$ cat config.mk
export PLATFORM = sky130hd
export DESIGN_NAME = fetchUnit_flat
export DESIGN_NICKNAME = d
export VERILOG_FILES = /design/src/rtl/sparcDpPkg.sv /design/src/rtl/coreBusIf.sv /design/src/rtl/fetchUnit.sv /design/src/flat_wrapper.sv
export SDC_FILE = /design/constraint.sdc
export NUM_CORES = 1
export LEC_CHECK = 0
export BUFFER_PORTS_ARGS = -buffer_cell sky130_fd_sc_hd__buf_2
export CAP_MARGIN = 20
export CORE_MARGIN = 2
export CORE_UTILIZATION = 50
export DETAILED_ROUTE_END_ITERATION = 16
export PLACE_DENSITY = 0.75
export SLEW_MARGIN = 15
export SYNTH_ARGS = -nofsm -noshare
export SYNTH_HDL_FRONTEND = slang
export SYNTH_SLANG_ARGS = --single-unit
$ cat constraint.sdc
create_clock -name Clk -period 2.7 [get_ports Clk]
set_input_delay 0.135 -clock Clk [delete_from_list [all_inputs] [get_ports Clk]]
set_output_delay 0.135 -clock Clk [all_outputs]
set_load 0.02 [all_outputs]
$ cat src/rtl/sparcDpPkg.sv
// sparc datapath package: word and field types, select codes, ALU opcodes and constants
package sparcDpPkg;

    typedef logic [31:0] word_t;
    typedef logic [4:0]  regAddr_t;
    typedef logic [1:0]  cwp_t;
    typedef logic [5:0]  op3_t;
    // N Z V C, N on top
    typedef logic [3:0]  flags_t;

    typedef enum logic [1:0] {nPcIncr, nPcBranch, nPcCall, nPcAlu} nPcSel_t;
    typedef enum logic [1:0] {marAlu, marPc, marExt} marSel_t;
    typedef enum logic [1:0] {mdrMem, mdrRegA, mdrExt} mdrSel_t;
    // fourth code feeds zero to the ALU
    typedef enum logic [1:0] {opBReg, opBSimm13, opBSethi} opBSel_t;
    typedef enum logic [1:0] {cinPc, cinNPc, cinAlu, cinMdr} cinSel_t;

    // register window geometry
    localparam int numWindows   = 4;
    localparam int windowStride = 16;
    localparam int numGlobals   = 8;

    // call link destination
    localparam regAddr_t regLink = 5'd15;

    // op3 encodings, bit 4 marks the cc variants
    localparam op3_t op3Add   = 6'b000000;
    localparam op3_t op3And   = 6'b000001;
    localparam op3_t op3Or    = 6'b000010;
    localparam op3_t op3Xor   = 6'b000011;
    localparam op3_t op3Sub   = 6'b000100;
    localparam op3_t op3Andn  = 6'b000101;
    localparam op3_t op3Orn   = 6'b000110;
    localparam op3_t op3Xnor  = 6'b000111;
    localparam op3_t op3Addcc = 6'b010000;
    localparam op3_t op3Andcc = 6'b010001;
    localparam op3_t op3Orcc  = 6'b010010;
    localparam op3_t op3Xorcc = 6'b010011;
    localparam op3_t op3Subcc = 6'b010100;
    localparam op3_t op3Sll   = 6'b100101;
    localparam op3_t op3Srl   = 6'b100110;
    localparam op3_t op3Sra   = 6'b100111;

    // program counter values after reset
    localparam word_t pcReset  = 32'h0000_0000;
    localparam word_t nPcReset = 32'h0000_0004;

endpackage

$ cat src/rtl/coreBusIf.sv
// core bus: shared word-wide buses running between the datapath units
`timescale 1ns/1ps

interface coreBusIf import sparcDpPkg::*; ();

    // program counters
    word_t pc;
    word_t nPc;

    // memory side registers
    word_t ir;
    word_t mdr;

    // execution results and register reads
    word_t aluResult;
    word_t regA;
    word_t regB;

    modport fetch (output pc, nPc, input ir, aluResult);

    modport memory (output ir, mdr, input pc, aluResult, regA);

    modport regFile (output regA, regB, input ir, pc, nPc, mdr, aluResult);

    modport alu (output aluResult, input ir, regA, regB);

endinterface

$ cat src/rtl/fetchUnit.sv
// fetch unit: PC and nPC registers with increment, branch, call and jump targets
`timescale 1ns/1ps

module fetchUnit import sparcDpPkg::*; (
    input  logic    Clk,
    input  logic    arstN,
    input  logic    pcEn,
    input  logic    nPcEn,
    input  nPcSel_t nPcSel,
    coreBusIf.fetch bus
);

    word_t branchOffset;
    word_t callOffset;
    word_t nPcNext;

    // disp22 sign extended, word aligned
    assign branchOffset = {{8{bus.ir[21]}}, bus.ir[21:0], 2'b00};
    // disp30 fills the whole word once shifted
    assign callOffset = {bus.ir[29:0], 2'b00};

    always_comb begin
        case (nPcSel)
            nPcIncr:   nPcNext = bus.nPc + 32'd4;
            nPcBranch: nPcNext = bus.pc + branchOffset;
            nPcCall:   nPcNext = bus.pc + callOffset;
            nPcAlu:    nPcNext = bus.aluResult;
            default:   nPcNext = bus.nPc + 32'd4;
        endcase
    end

    always_ff @(posedge Clk or negedge arstN) begin
        if (!arstN) begin
            bus.pc  <= pcReset;
            bus.nPc <= nPcReset;
        end else begin
            // pc always follows the old nPc
            if (pcEn) begin
                bus.pc <= bus.nPc;
            end
            if (nPcEn) begin
                bus.nPc <= nPcNext;
            end
        end
    end

    // no pc or nPc load requested while reset is low
    assert property (@(posedge Clk)
        !arstN |-> !pcEn && !nPcEn)
        else $error("pc or nPc load requested during reset");

endmodule

$ cat src/flat_wrapper.sv
// flat-port wrapper written by rule: the top's interface ports become plain ports
module fetchUnit_flat import sparcDpPkg::*;
  (Clk, arstN, pcEn, nPcEn, nPcSel, bus_pc, bus_nPc, bus_ir, bus_aluResult);
  coreBusIf bus_i ();
  input  logic Clk;
  input  logic arstN;
  input  logic pcEn;
  input  logic nPcEn;
  input  nPcSel_t nPcSel;
  output wire logic [$bits(bus_i.pc)-1:0] bus_pc;
  output wire logic [$bits(bus_i.nPc)-1:0] bus_nPc;
  input wire logic [$bits(bus_i.ir)-1:0] bus_ir;
  input wire logic [$bits(bus_i.aluResult)-1:0] bus_aluResult;
  assign bus_pc = bus_i.pc;
  assign bus_nPc = bus_i.nPc;
  assign bus_i.ir = bus_ir;
  assign bus_i.aluResult = bus_aluResult;
  fetchUnit u_core (.Clk(Clk), .arstN(arstN), .pcEn(pcEn), .nPcEn(nPcEn), .nPcSel(nPcSel), .bus(bus_i));
endmodule
==> metrics.yaml <==
synth:
  yosysMostFrequentCell: "nand2_1"
  synth_common_cells: "nand2_1, dfrtp_1, a21oi_1"
  synthArstFlopShare_pct: 100
  synth_nets: 753
  synth_seq_cells: 64
  yosys-top-cells-area: "dfrtp_1, ha_1, mux2_2"
  syn_avg_cell_area_um2: 8.35
  synth_edf_count: 0
  syn_inst: 648
  synth_cell_types: 73
  ys.flop_type: "dfrtp_1"
  synth_area_um2: 5410
  netlist.area_leader.share_pct: 29.1
  seq_area_frac_synth_pct: 29.6
  yosys_warnings: 0
  synth_top_area_cell: "dfrtp_1"
route:
  via_count: 5815
  viasPerCell: 6.33
  drt_iter0_markers: 481
  wire_per_inst_um: 19.3
  routed_wl_mm: 17.7
  drc: 0
  final_antenna_net_count: 0
  dr.pass1.iters: 5
die:
  core_area_um2: 10400
  io_pins: 134
  num_rows: 37
  die_height_um: 108
  start_util_pct: 52.0
  die_x_um: 108
  dieArea_um2: 11700
cells_and_area:
  fin_area_um2: 6480
  n_antenna_cell: 0
  syn_to_final_growth_pct: 19.7
  drive_gt1_share_pct: 29.4
  fillers: 910
  utilization_pct: 62.2
  multi_input_area_um2: 3610
  regArea_um2: 1600
  final_cells: 918
  nNetsFinal: 882
sta:
  fin_setup_tns_ns: 0
  report.final.slew_viol_count: 0
  maxClockFrequency_mhz: 395
  final_hold_viol_count: 0
  holdWs_ns: 0.0444
  rsz0062_at_grt: "no"
  slew_headroom_pct: 43.1
  min_period_over_period_pct: 93.8
  setup_violations: 0
  fin_worst_skew_ns: 0.0147
  worst_slew_pin_slew_ns: 0.852
  period_needed_ns: 2.53
clock_tree:
  cts_buffers: 9
  cts_buffer_depth: 2
  clock_latency_ns: 0.37
  h-tree-depth: 3
  cts_tree: "done"
  cts.sinks: 64
  cts-root-buf: "clkbuf_8"
  clk_pin_slew_ns: 0.09
  post-cts-setup-buffers: 0
critical_path:
  critPathMaxFanout: 8
  endpoint_kind: "flop"
  required_ns: 3.00
  startpoint_type: "flop"
  worstPathArrival_ns: 2.84
  crit_type: "flop to flop"
global_routing:
  grt_usage_pct: 31.0
  grt_pass1_wl_mm: 28.4
  grt_overflow: 0
  antenna_found_initial: 0
  grt_pass1_vias: 5706
  grt_max_degree: 65
place:
  place_hpwl_mm: 13.1
  port_buffers: 131
  gp_congestion: 0.921
  placed_area_um2: 6230
  place_inst: 901
job:
  cap_violations: 0
pwr:
  ir_worst_vdd_mv: 0.448
  powerDensity_nw_per_um2: 977
  leakagePower_nw: 2.95
hold_path:
  hold_path_class: "primary input to flop"
outcome:
  status: "completed"
## area by class of cell
type                            count  share of cell area, %
Inverter                           10                  0.579
Timing Repair Buffer              156                   13.2
Sequential cell                    64                   24.7
Clock buffer                        9                   1.91
Tap cell                          136                   2.63
Multi-Input combinational cell    536                   55.8
Clock inverter                      7                   1.12
## flip-flops by register name, summed over array words and instances (netlist names)
name / flops
u_core.bus.nPc: 32
u_core.bus.pc: 32
## metrics by stage
step	total power, mW	setup slack (ns)
CTS	6.24	0.0702
finish	6.33	0.167
global route	6.77	0.0116
floorplan	4.26	0.179
global placement	5.27	0.110
detailed placement	5.37	0.0621
## cells by family after synthesis
family | Yosys count | synth area share [%]
compound gates | 212 | 25.7
simple gates | 228 | 20.4
xor+xnor | 20 | 3.24
flops | 64 | 29.6
buf+inv | 48 | 4.41
mux | 41 | 8.44
fa+ha+maj | 35 | 8.23
## what timing repair did
item                                    4_1_cts  5_1_grt
hold buffers                                  1        0
resized for setup                             0        7
endpoints found under the hold margin        63        0
endpoints found under the setup margin        0        6
## final timing paths
path                                         from                  to  slack, ns  depth (start not counted)
worst min-delay path            bus_aluResult[27]  u_core.bus.nPc[27]       0.04                          3
worst min register to register  u_core.bus.nPc[0]   u_core.bus.nPc[0]       0.51                          2
max in group asynchronous                   arstN  u_core.bus.nPc[18]       2.05                          3
worst max-delay path            u_core.bus.pc[10]  u_core.bus.nPc[29]       0.17                          8
min in group asynchronous                   arstN   u_core.bus.pc[11]       0.31                          3
worst max register to register  u_core.bus.pc[10]  u_core.bus.nPc[29]       0.17                          8
## routing by layer
metal | share of wire [%] | GRT usage, %
met1 | 43 | 42.8
met2 | 46 | 49.0
met3 | 7.9 | 4.58
met4 | 2.4 | 12.5
met5 | 0 | 0
## cell usage in the layout, fill, tap and decap left out, types with 4 or more instances in the layout
master / count
a22oi_1: 6
xnor2_1: 6
a21oi_1: 58
and3_1: 7
nand2b_1: 5
a221oi_1: 8
nor3_1: 17
o21ai_0: 44
ha_1: 33
a21o_1: 12
mux2_2: 33
mux2i_1: 7
o21a_1: 10
buf_4: 23
xor2_1: 14
nand3_1: 21
nand4_1: 12
nor4_1: 5
a31oi_1: 11
a211oi_1: 4
inv_1: 9
buf_2: 131
o31ai_1: 6
nand2_1: 90
nor2b_1: 5
clkbuf_8: 9
o22ai_1: 5
a211o_1: 7
dfrtp_1: 63
nor2_1: 36
and2_1: 6
## critical path, stage by stage (launching register included)
cell	delay, ns
dfrtp_1	0.40
ha_1	0.41
a2111oi_2	0.36
o21ai_0	0.20
o2111ai_2	0.19
nand2_2	0.16
a311o_1	0.30
a2111o_1	0.37
nand3_1	0.08
## power breakdown
group	internal (mW)	switching (mW)	total [mW]
Clock	0.426	0.431	0.856
Combinational	1.51	2.19	3.70
Sequential	1.31	0.464	1.77
Total	3.24	3.09	6.33
(Power assumes the default switching activity.)
