<file path="src/rtl/sparcDpPkg.sv">
// sparc datapath package: word and field types, select codes, ALU opcodes and constants
package sparcDpPkg;

    typedef logic [31:0] word_t;
    typedef logic [4:0]  regAddr_t;
    typedef logic [1:0]  cwp_t;
    typedef logic [5:0]  op3_t;
    // N Z V C, N on top
    typedef logic [3:0]  flags_t;

    typedef enum logic [1:0] {nPcIncr, nPcBranch, nPcCall, nPcAlu} nPcSel_t;
    typedef enum logic [1:0] {marAlu, marPc, marExt} marSel_t;
    typedef enum logic [1:0] {mdrMem, mdrRegA, mdrExt} mdrSel_t;
    // fourth code feeds zero to the ALU
    typedef enum logic [1:0] {opBReg, opBSimm13, opBSethi} opBSel_t;
    typedef enum logic [1:0] {cinPc, cinNPc, cinAlu, cinMdr} cinSel_t;

    // register window geometry
    localparam int numWindows   = 4;
    localparam int windowStride = 16;
    localparam int numGlobals   = 8;

    // call link destination
    localparam regAddr_t regLink = 5'd15;

    // op3 encodings, bit 4 marks the cc variants
    localparam op3_t op3Add   = 6'b000000;
    localparam op3_t op3And   = 6'b000001;
    localparam op3_t op3Or    = 6'b000010;
    localparam op3_t op3Xor   = 6'b000011;
    localparam op3_t op3Sub   = 6'b000100;
    localparam op3_t op3Andn  = 6'b000101;
    localparam op3_t op3Orn   = 6'b000110;
    localparam op3_t op3Xnor  = 6'b000111;
    localparam op3_t op3Addcc = 6'b010000;
    localparam op3_t op3Andcc = 6'b010001;
    localparam op3_t op3Orcc  = 6'b010010;
    localparam op3_t op3Xorcc = 6'b010011;
    localparam op3_t op3Subcc = 6'b010100;
    localparam op3_t op3Sll   = 6'b100101;
    localparam op3_t op3Srl   = 6'b100110;
    localparam op3_t op3Sra   = 6'b100111;

    // program counter values after reset
    localparam word_t pcReset  = 32'h0000_0000;
    localparam word_t nPcReset = 32'h0000_0004;

endpackage

</file>
<file path="src/rtl/coreBusIf.sv">
// core bus: shared word-wide buses running between the datapath units
`timescale 1ns/1ps

interface coreBusIf import sparcDpPkg::*; ();

    // program counters
    word_t pc;
    word_t nPc;

    // memory side registers
    word_t ir;
    word_t mdr;

    // execution results and register reads
    word_t aluResult;
    word_t regA;
    word_t regB;

    modport fetch (output pc, nPc, input ir, aluResult);

    modport memory (output ir, mdr, input pc, aluResult, regA);

    modport regFile (output regA, regB, input ir, pc, nPc, mdr, aluResult);

    modport alu (output aluResult, input ir, regA, regB);

endinterface

</file>
<file path="src/rtl/memoryUnit.sv">
// memory unit: MAR, MDR and IR around a word memory with one-cycle completion
`timescale 1ns/1ps

module memoryUnit import sparcDpPkg::*; #(
    parameter int memWords = 64
) (
    input  logic    Clk,
    input  logic    arstN,
    input  logic    marEn,
    input  logic    mdrEn,
    input  logic    irEn,
    input  logic    memStart,
    input  logic    memWrite,
    input  marSel_t marSel,
    input  mdrSel_t mdrSel,
    input  word_t   extAddr,
    input  word_t   extData,
    output logic    memDone,
    coreBusIf.memory bus
);

    localparam int idxBits = $clog2(memWords);

    typedef logic [idxBits-1:0] memIdx_t;

    word_t   mar;
    word_t   marNext;
    word_t   mdrNext;
    word_t   readData;
    memIdx_t memIdx;

    word_t mem [memWords];

    // word index, byte offset dropped
    assign memIdx   = mar[idxBits+1:2];
    assign readData = mem[memIdx];

    always_comb begin
        case (marSel)
            marAlu:  marNext = bus.aluResult;
            marPc:   marNext = bus.pc;
            marExt:  marNext = extAddr;
            default: marNext = '0;
        endcase
    end

    always_comb begin
        case (mdrSel)
            mdrMem:  mdrNext = readData;
            mdrRegA: mdrNext = bus.regA;
            mdrExt:  mdrNext = extData;
            default: mdrNext = '0;
        endcase
    end

    always_ff @(posedge Clk or negedge arstN) begin
        if (!arstN) begin
            mar     <= '0;
            bus.mdr <= '0;
            bus.ir  <= '0;
            memDone <= 1'b0;
        end else begin
            if (marEn) begin
                mar <= marNext;
            end
            if (mdrEn) begin
                bus.mdr <= mdrNext;
            end
            // instruction always comes through the MDR
            if (irEn) begin
                bus.ir <= bus.mdr;
            end
            memDone <= memStart;
        end
    end

    always_ff @(posedge Clk) begin
        if (memStart && memWrite) begin
            mem[memIdx] <= bus.mdr;
        end
    end

    // control unit must wait for completion before the next start
    assert property (@(posedge Clk) disable iff (!arstN)
        memStart |-> !memDone)
        else $error("memStart issued while memDone is high");

endmodule

</file>
<file path="src/flat_wrapper.sv">
// flat-port wrapper written by rule: the top's interface ports become plain ports
module memoryUnit_flat import sparcDpPkg::*;
#(
    parameter int memWords = 64
)
  (Clk, arstN, marEn, mdrEn, irEn, memStart, memWrite, marSel, mdrSel, extAddr, extData, memDone, bus_ir, bus_mdr, bus_pc, bus_aluResult, bus_regA);
  coreBusIf bus_i ();
  input  logic Clk;
  input  logic arstN;
  input  logic marEn;
  input  logic mdrEn;
  input  logic irEn;
  input  logic memStart;
  input  logic memWrite;
  input  marSel_t marSel;
  input  mdrSel_t mdrSel;
  input  word_t extAddr;
  input  word_t extData;
  output logic memDone;
  output wire logic [$bits(bus_i.ir)-1:0] bus_ir;
  output wire logic [$bits(bus_i.mdr)-1:0] bus_mdr;
  input wire logic [$bits(bus_i.pc)-1:0] bus_pc;
  input wire logic [$bits(bus_i.aluResult)-1:0] bus_aluResult;
  input wire logic [$bits(bus_i.regA)-1:0] bus_regA;
  assign bus_ir = bus_i.ir;
  assign bus_mdr = bus_i.mdr;
  assign bus_i.pc = bus_pc;
  assign bus_i.aluResult = bus_aluResult;
  assign bus_i.regA = bus_regA;
  memoryUnit #(.memWords(memWords)) u_core (.Clk(Clk), .arstN(arstN), .marEn(marEn), .mdrEn(mdrEn), .irEn(irEn), .memStart(memStart), .memWrite(memWrite), .marSel(marSel), .mdrSel(mdrSel), .extAddr(extAddr), .extData(extData), .memDone(memDone), .bus(bus_i));
endmodule
</file>
<file path="config.mk">
export PLATFORM = sky130hd
export DESIGN_NAME = memoryUnit_flat
export DESIGN_NICKNAME = d
export VERILOG_FILES = /design/src/rtl/sparcDpPkg.sv /design/src/rtl/coreBusIf.sv /design/src/rtl/memoryUnit.sv /design/src/flat_wrapper.sv
export SDC_FILE = /design/constraint.sdc
export NUM_CORES = 2
export LEC_CHECK = 0
export ABC_AREA = 1
export BUFFER_PORTS_ARGS = -buffer_cell sky130_fd_sc_hd__buf_2
export CORE_MARGIN = 2
export CORE_UTILIZATION = 30
export CTS_BUF_LIST = sky130_fd_sc_hd__clkbuf_8
export DETAILED_ROUTE_END_ITERATION = 12
export PLACE_DENSITY = 0.47
export SETUP_SLACK_MARGIN = 0.1
export SYNTH_ARGS = -nofsm -noshare
export SYNTH_HDL_FRONTEND = slang
export SYNTH_SLANG_ARGS = --single-unit
</file>
<file path="constraint.sdc">
create_clock -name Clk -period 3.2 [get_ports Clk]
set_input_delay 0.32 -clock Clk [delete_from_list [all_inputs] [get_ports Clk]]
set_output_delay 0.32 -clock Clk [all_outputs]
set_load 0.05 [all_outputs]
</file>
==> flow_metrics.py <==
metrics = {
    "detailed_routing": {
        "drtIter0Drc": 4990,
        "vias_per_cell": 4.57,
        "dr_total_vias": 62277,
        "drt_wl_total_mm": 294,
        "drt_first_pass_iters": 6,
        "drc": 0,
        "ant_nets": 0,
        "wire_per_inst_um": 21.6,
    },
    "critical_path": {
        "slowest_delay_ps": 1050,
        "crit_required_ps": 2880,
        "crit_buf_inv": 1,
        "cp_max_fo": 52,
        "cp_data_arrival_time_ps": 2580,
        "path_cells": "buf_2",
        "end_kind": "output pin",
        "critical-path-top-delay-family": "flip-flops",
        "start_kind": "flip-flop",
        "cp_slowest_cell": "dfrtp_4",
        "critical_path_class": "reg -> out",
    },
    "cells_and_area": {
        "syn2layout_area_growth_pct": 18.4,
        "mostFrequentLayoutCells": "5913 x nand2_1, 2048 x edfxtp_1, 416 x clkbuf_8",
        "layout.nets": 9555,
        "drive_gt1_share_pct": 11.4,
        "final_common_cell": "nand2_1",
    },
    "clock_network": {
        "cts_buffers": 387,
        "path_clk_slew_ps": 60,
        "cts_tree": "done",
        "cts-root-buf": "clkbuf_8",
        "htree_num_levels": 5,
        "clkSinkCount": 2119,
        "clkLatencyLatePin_ps": 1070,
        "clockBufferDepth": 4,
    },
    "floorplanning": {
        "top_level_ports": 236,
        "start_util_pct": 30.1,
        "die_area_um2": 302000,
        "num_rows": 200,
        "die_w_um": 550,
        "die-height_um": 550,
        "coreArea_um2": 297000,
    },
    "job": {
        "drv_cap": 0,
    },
    "power_and_ir_drop": {
        "total_power_mw": 65.0,
        "p_per_area_nw_per_um2": 615,
        "vdd_drop_max_v": 0.000415,
        "p_leak_nw": 44.7,
    },
    "yosys": {
        "syn_area_um2": 89300,
        "ys_seq_area_share_pct": 70.8,
        "syn_inst": 8865,
        "yosys.area.top_type": "edfxtp_1",
        "ys_ff_latch": 2119,
        "synth.area.top_cells": "edfxtp_1 69%, nand2_1 25%, dfrtp_1 2.0%",
        "synth.top_cell.area_share_pct": 68.8,
        "netlist-cell-type-count": 19,
        "yosys_warnings": 0,
        "syn_nets": 9036,
        "syn_avg_cell_area_um2": 10.1,
    },
    "global_route": {
        "grt_pass1_vias": 60807,
        "grt_pass1_wl_mm": 424,
        "overflow": 0,
        "grt_max_degree": 108,
        "grtUsageTotal_pct": 19.2,
        "antenna_found_initial": 22,
    },
    "timing": {
        "skew_ps": 79.0,
        "post-route-min-period_ps": 2900,
        "slew_headroom_pct": 34.5,
        "finalSetupViolCount": 0,
        "worst_pin_slew_ps": 983,
        "rsz0062_at_grt": "false",
        "finalSetupTns_ps": 0,
        "finalCritPeriodShare_pct": 90.6,
        "fmax_ghz": 0.345,
        "timing_hold_violations_final": 0,
        "hold_slack_ps": 243,
        "drv_slew": 0,
    },
    "worst_hold_path": {
        "hp-class": "in -> reg",
    },
    "run_status": {
        "status": "finished, final reports clean",
    },
    "place": {
        "dp_hpwl_mm": 168,
        "portBuffers": 157,
        "gp_congestion": 0.799,
    },
}
## path summary, 6_finish.rpt
path | from | end | slack (ps) | depth (start not counted)
max reg2reg | u_core.mar[2] | u_core.bus.mdr[8] | 350 | 17
max | u_core.bus.mdr[7] | bus_mdr[7] | 300 | 1
min | marEn | u_core.mar[2] | 240 | 3
min in group asynchronous | arstN | u_core.mar[6] | 470 | 4
max in group asynchronous | arstN | u_core.bus.ir[11] | 2350 | 4
min reg2reg | u_core.bus.ir[19] | u_core.bus.ir[19] | 510 | 1
## layer usage
layer | global-route usage [%] | routed length [um]
met1 | 25.8 | 131000
met4 | 7.53 | 11100
met5 | 0 | 0
met3 | 2.47 | 15000
met2 | 31.5 | 137000
## what timing repair did
action / CTS / global route
endpoints found under the setup margin: 0 / 2
hold buffers: 87 / 0
buffers inserted: 0 / 0
gates resized for setup: 0 / 2
endpoints found under the hold margin: 142 / 0
## cells in the mapped netlist (all sizes together)
| cell type | number |
|---|---|
| or2 | 6 |
| o21ai | 44 |
| o211ai | 7 |
| nor2 | 147 |
| nor3 | 4 |
| buf | 285 |
| inv | 96 |
| dfrtp | 71 |
| clkbuf | 160 |
| edfxtp | 2048 |
| nand3 | 51 |
| nand2 | 5913 |
| mux2 | 33 |
## report_power, final
part           total (mW)  internal (mW)  switching (mW)
logic                9.14           2.41            6.73
registers            32.4           31.5           0.880
clock network        23.5           12.2            11.3
total                65.0           46.1            18.9
## cell type report
type,count,area [um^2]
fill,29596,191000
sequential,2119,63400
multi-input combinational,6205,24200
timing repair buffer,575,5900
clock buffer,416,5730
tap,3939,4930
clock inverter,271,1190
inverter,96,383
antenna,15,37.5
## through the flow
stage | cell area (um^2) | utilization, % | instances | setup WS, ps
after floorplan | 89300 | - | 8865 | 99.1
after global placement | 97900 | 33.0 | 12847 | 318
after detailed placement | 97900 | 33.0 | 12847 | 300
after CTS | 106000 | 35.7 | 13621 | 201
after global routing | 106000 | 35.7 | 13627 | 172
final | 106000 | 35.7 | 13636 | 301
## cells by family after synthesis
group,count (synthesis),share of synthesized area (%)
AOI/OAI and AO/OA,51,0.305
muxes,33,0.416
buffers and inverters,541,2.64
DFF,2119,70.8
and+or+nand+nor,6121,25.8
## sequential cells by signal (all words and copies together), names as in the netlist
register,count
u_core.mar,6
u_core.mem,2048
u_core.memDone,1
u_core.bus.mdr,32
u_core.bus.ir,32
Power figures use the tool's default switching activity.
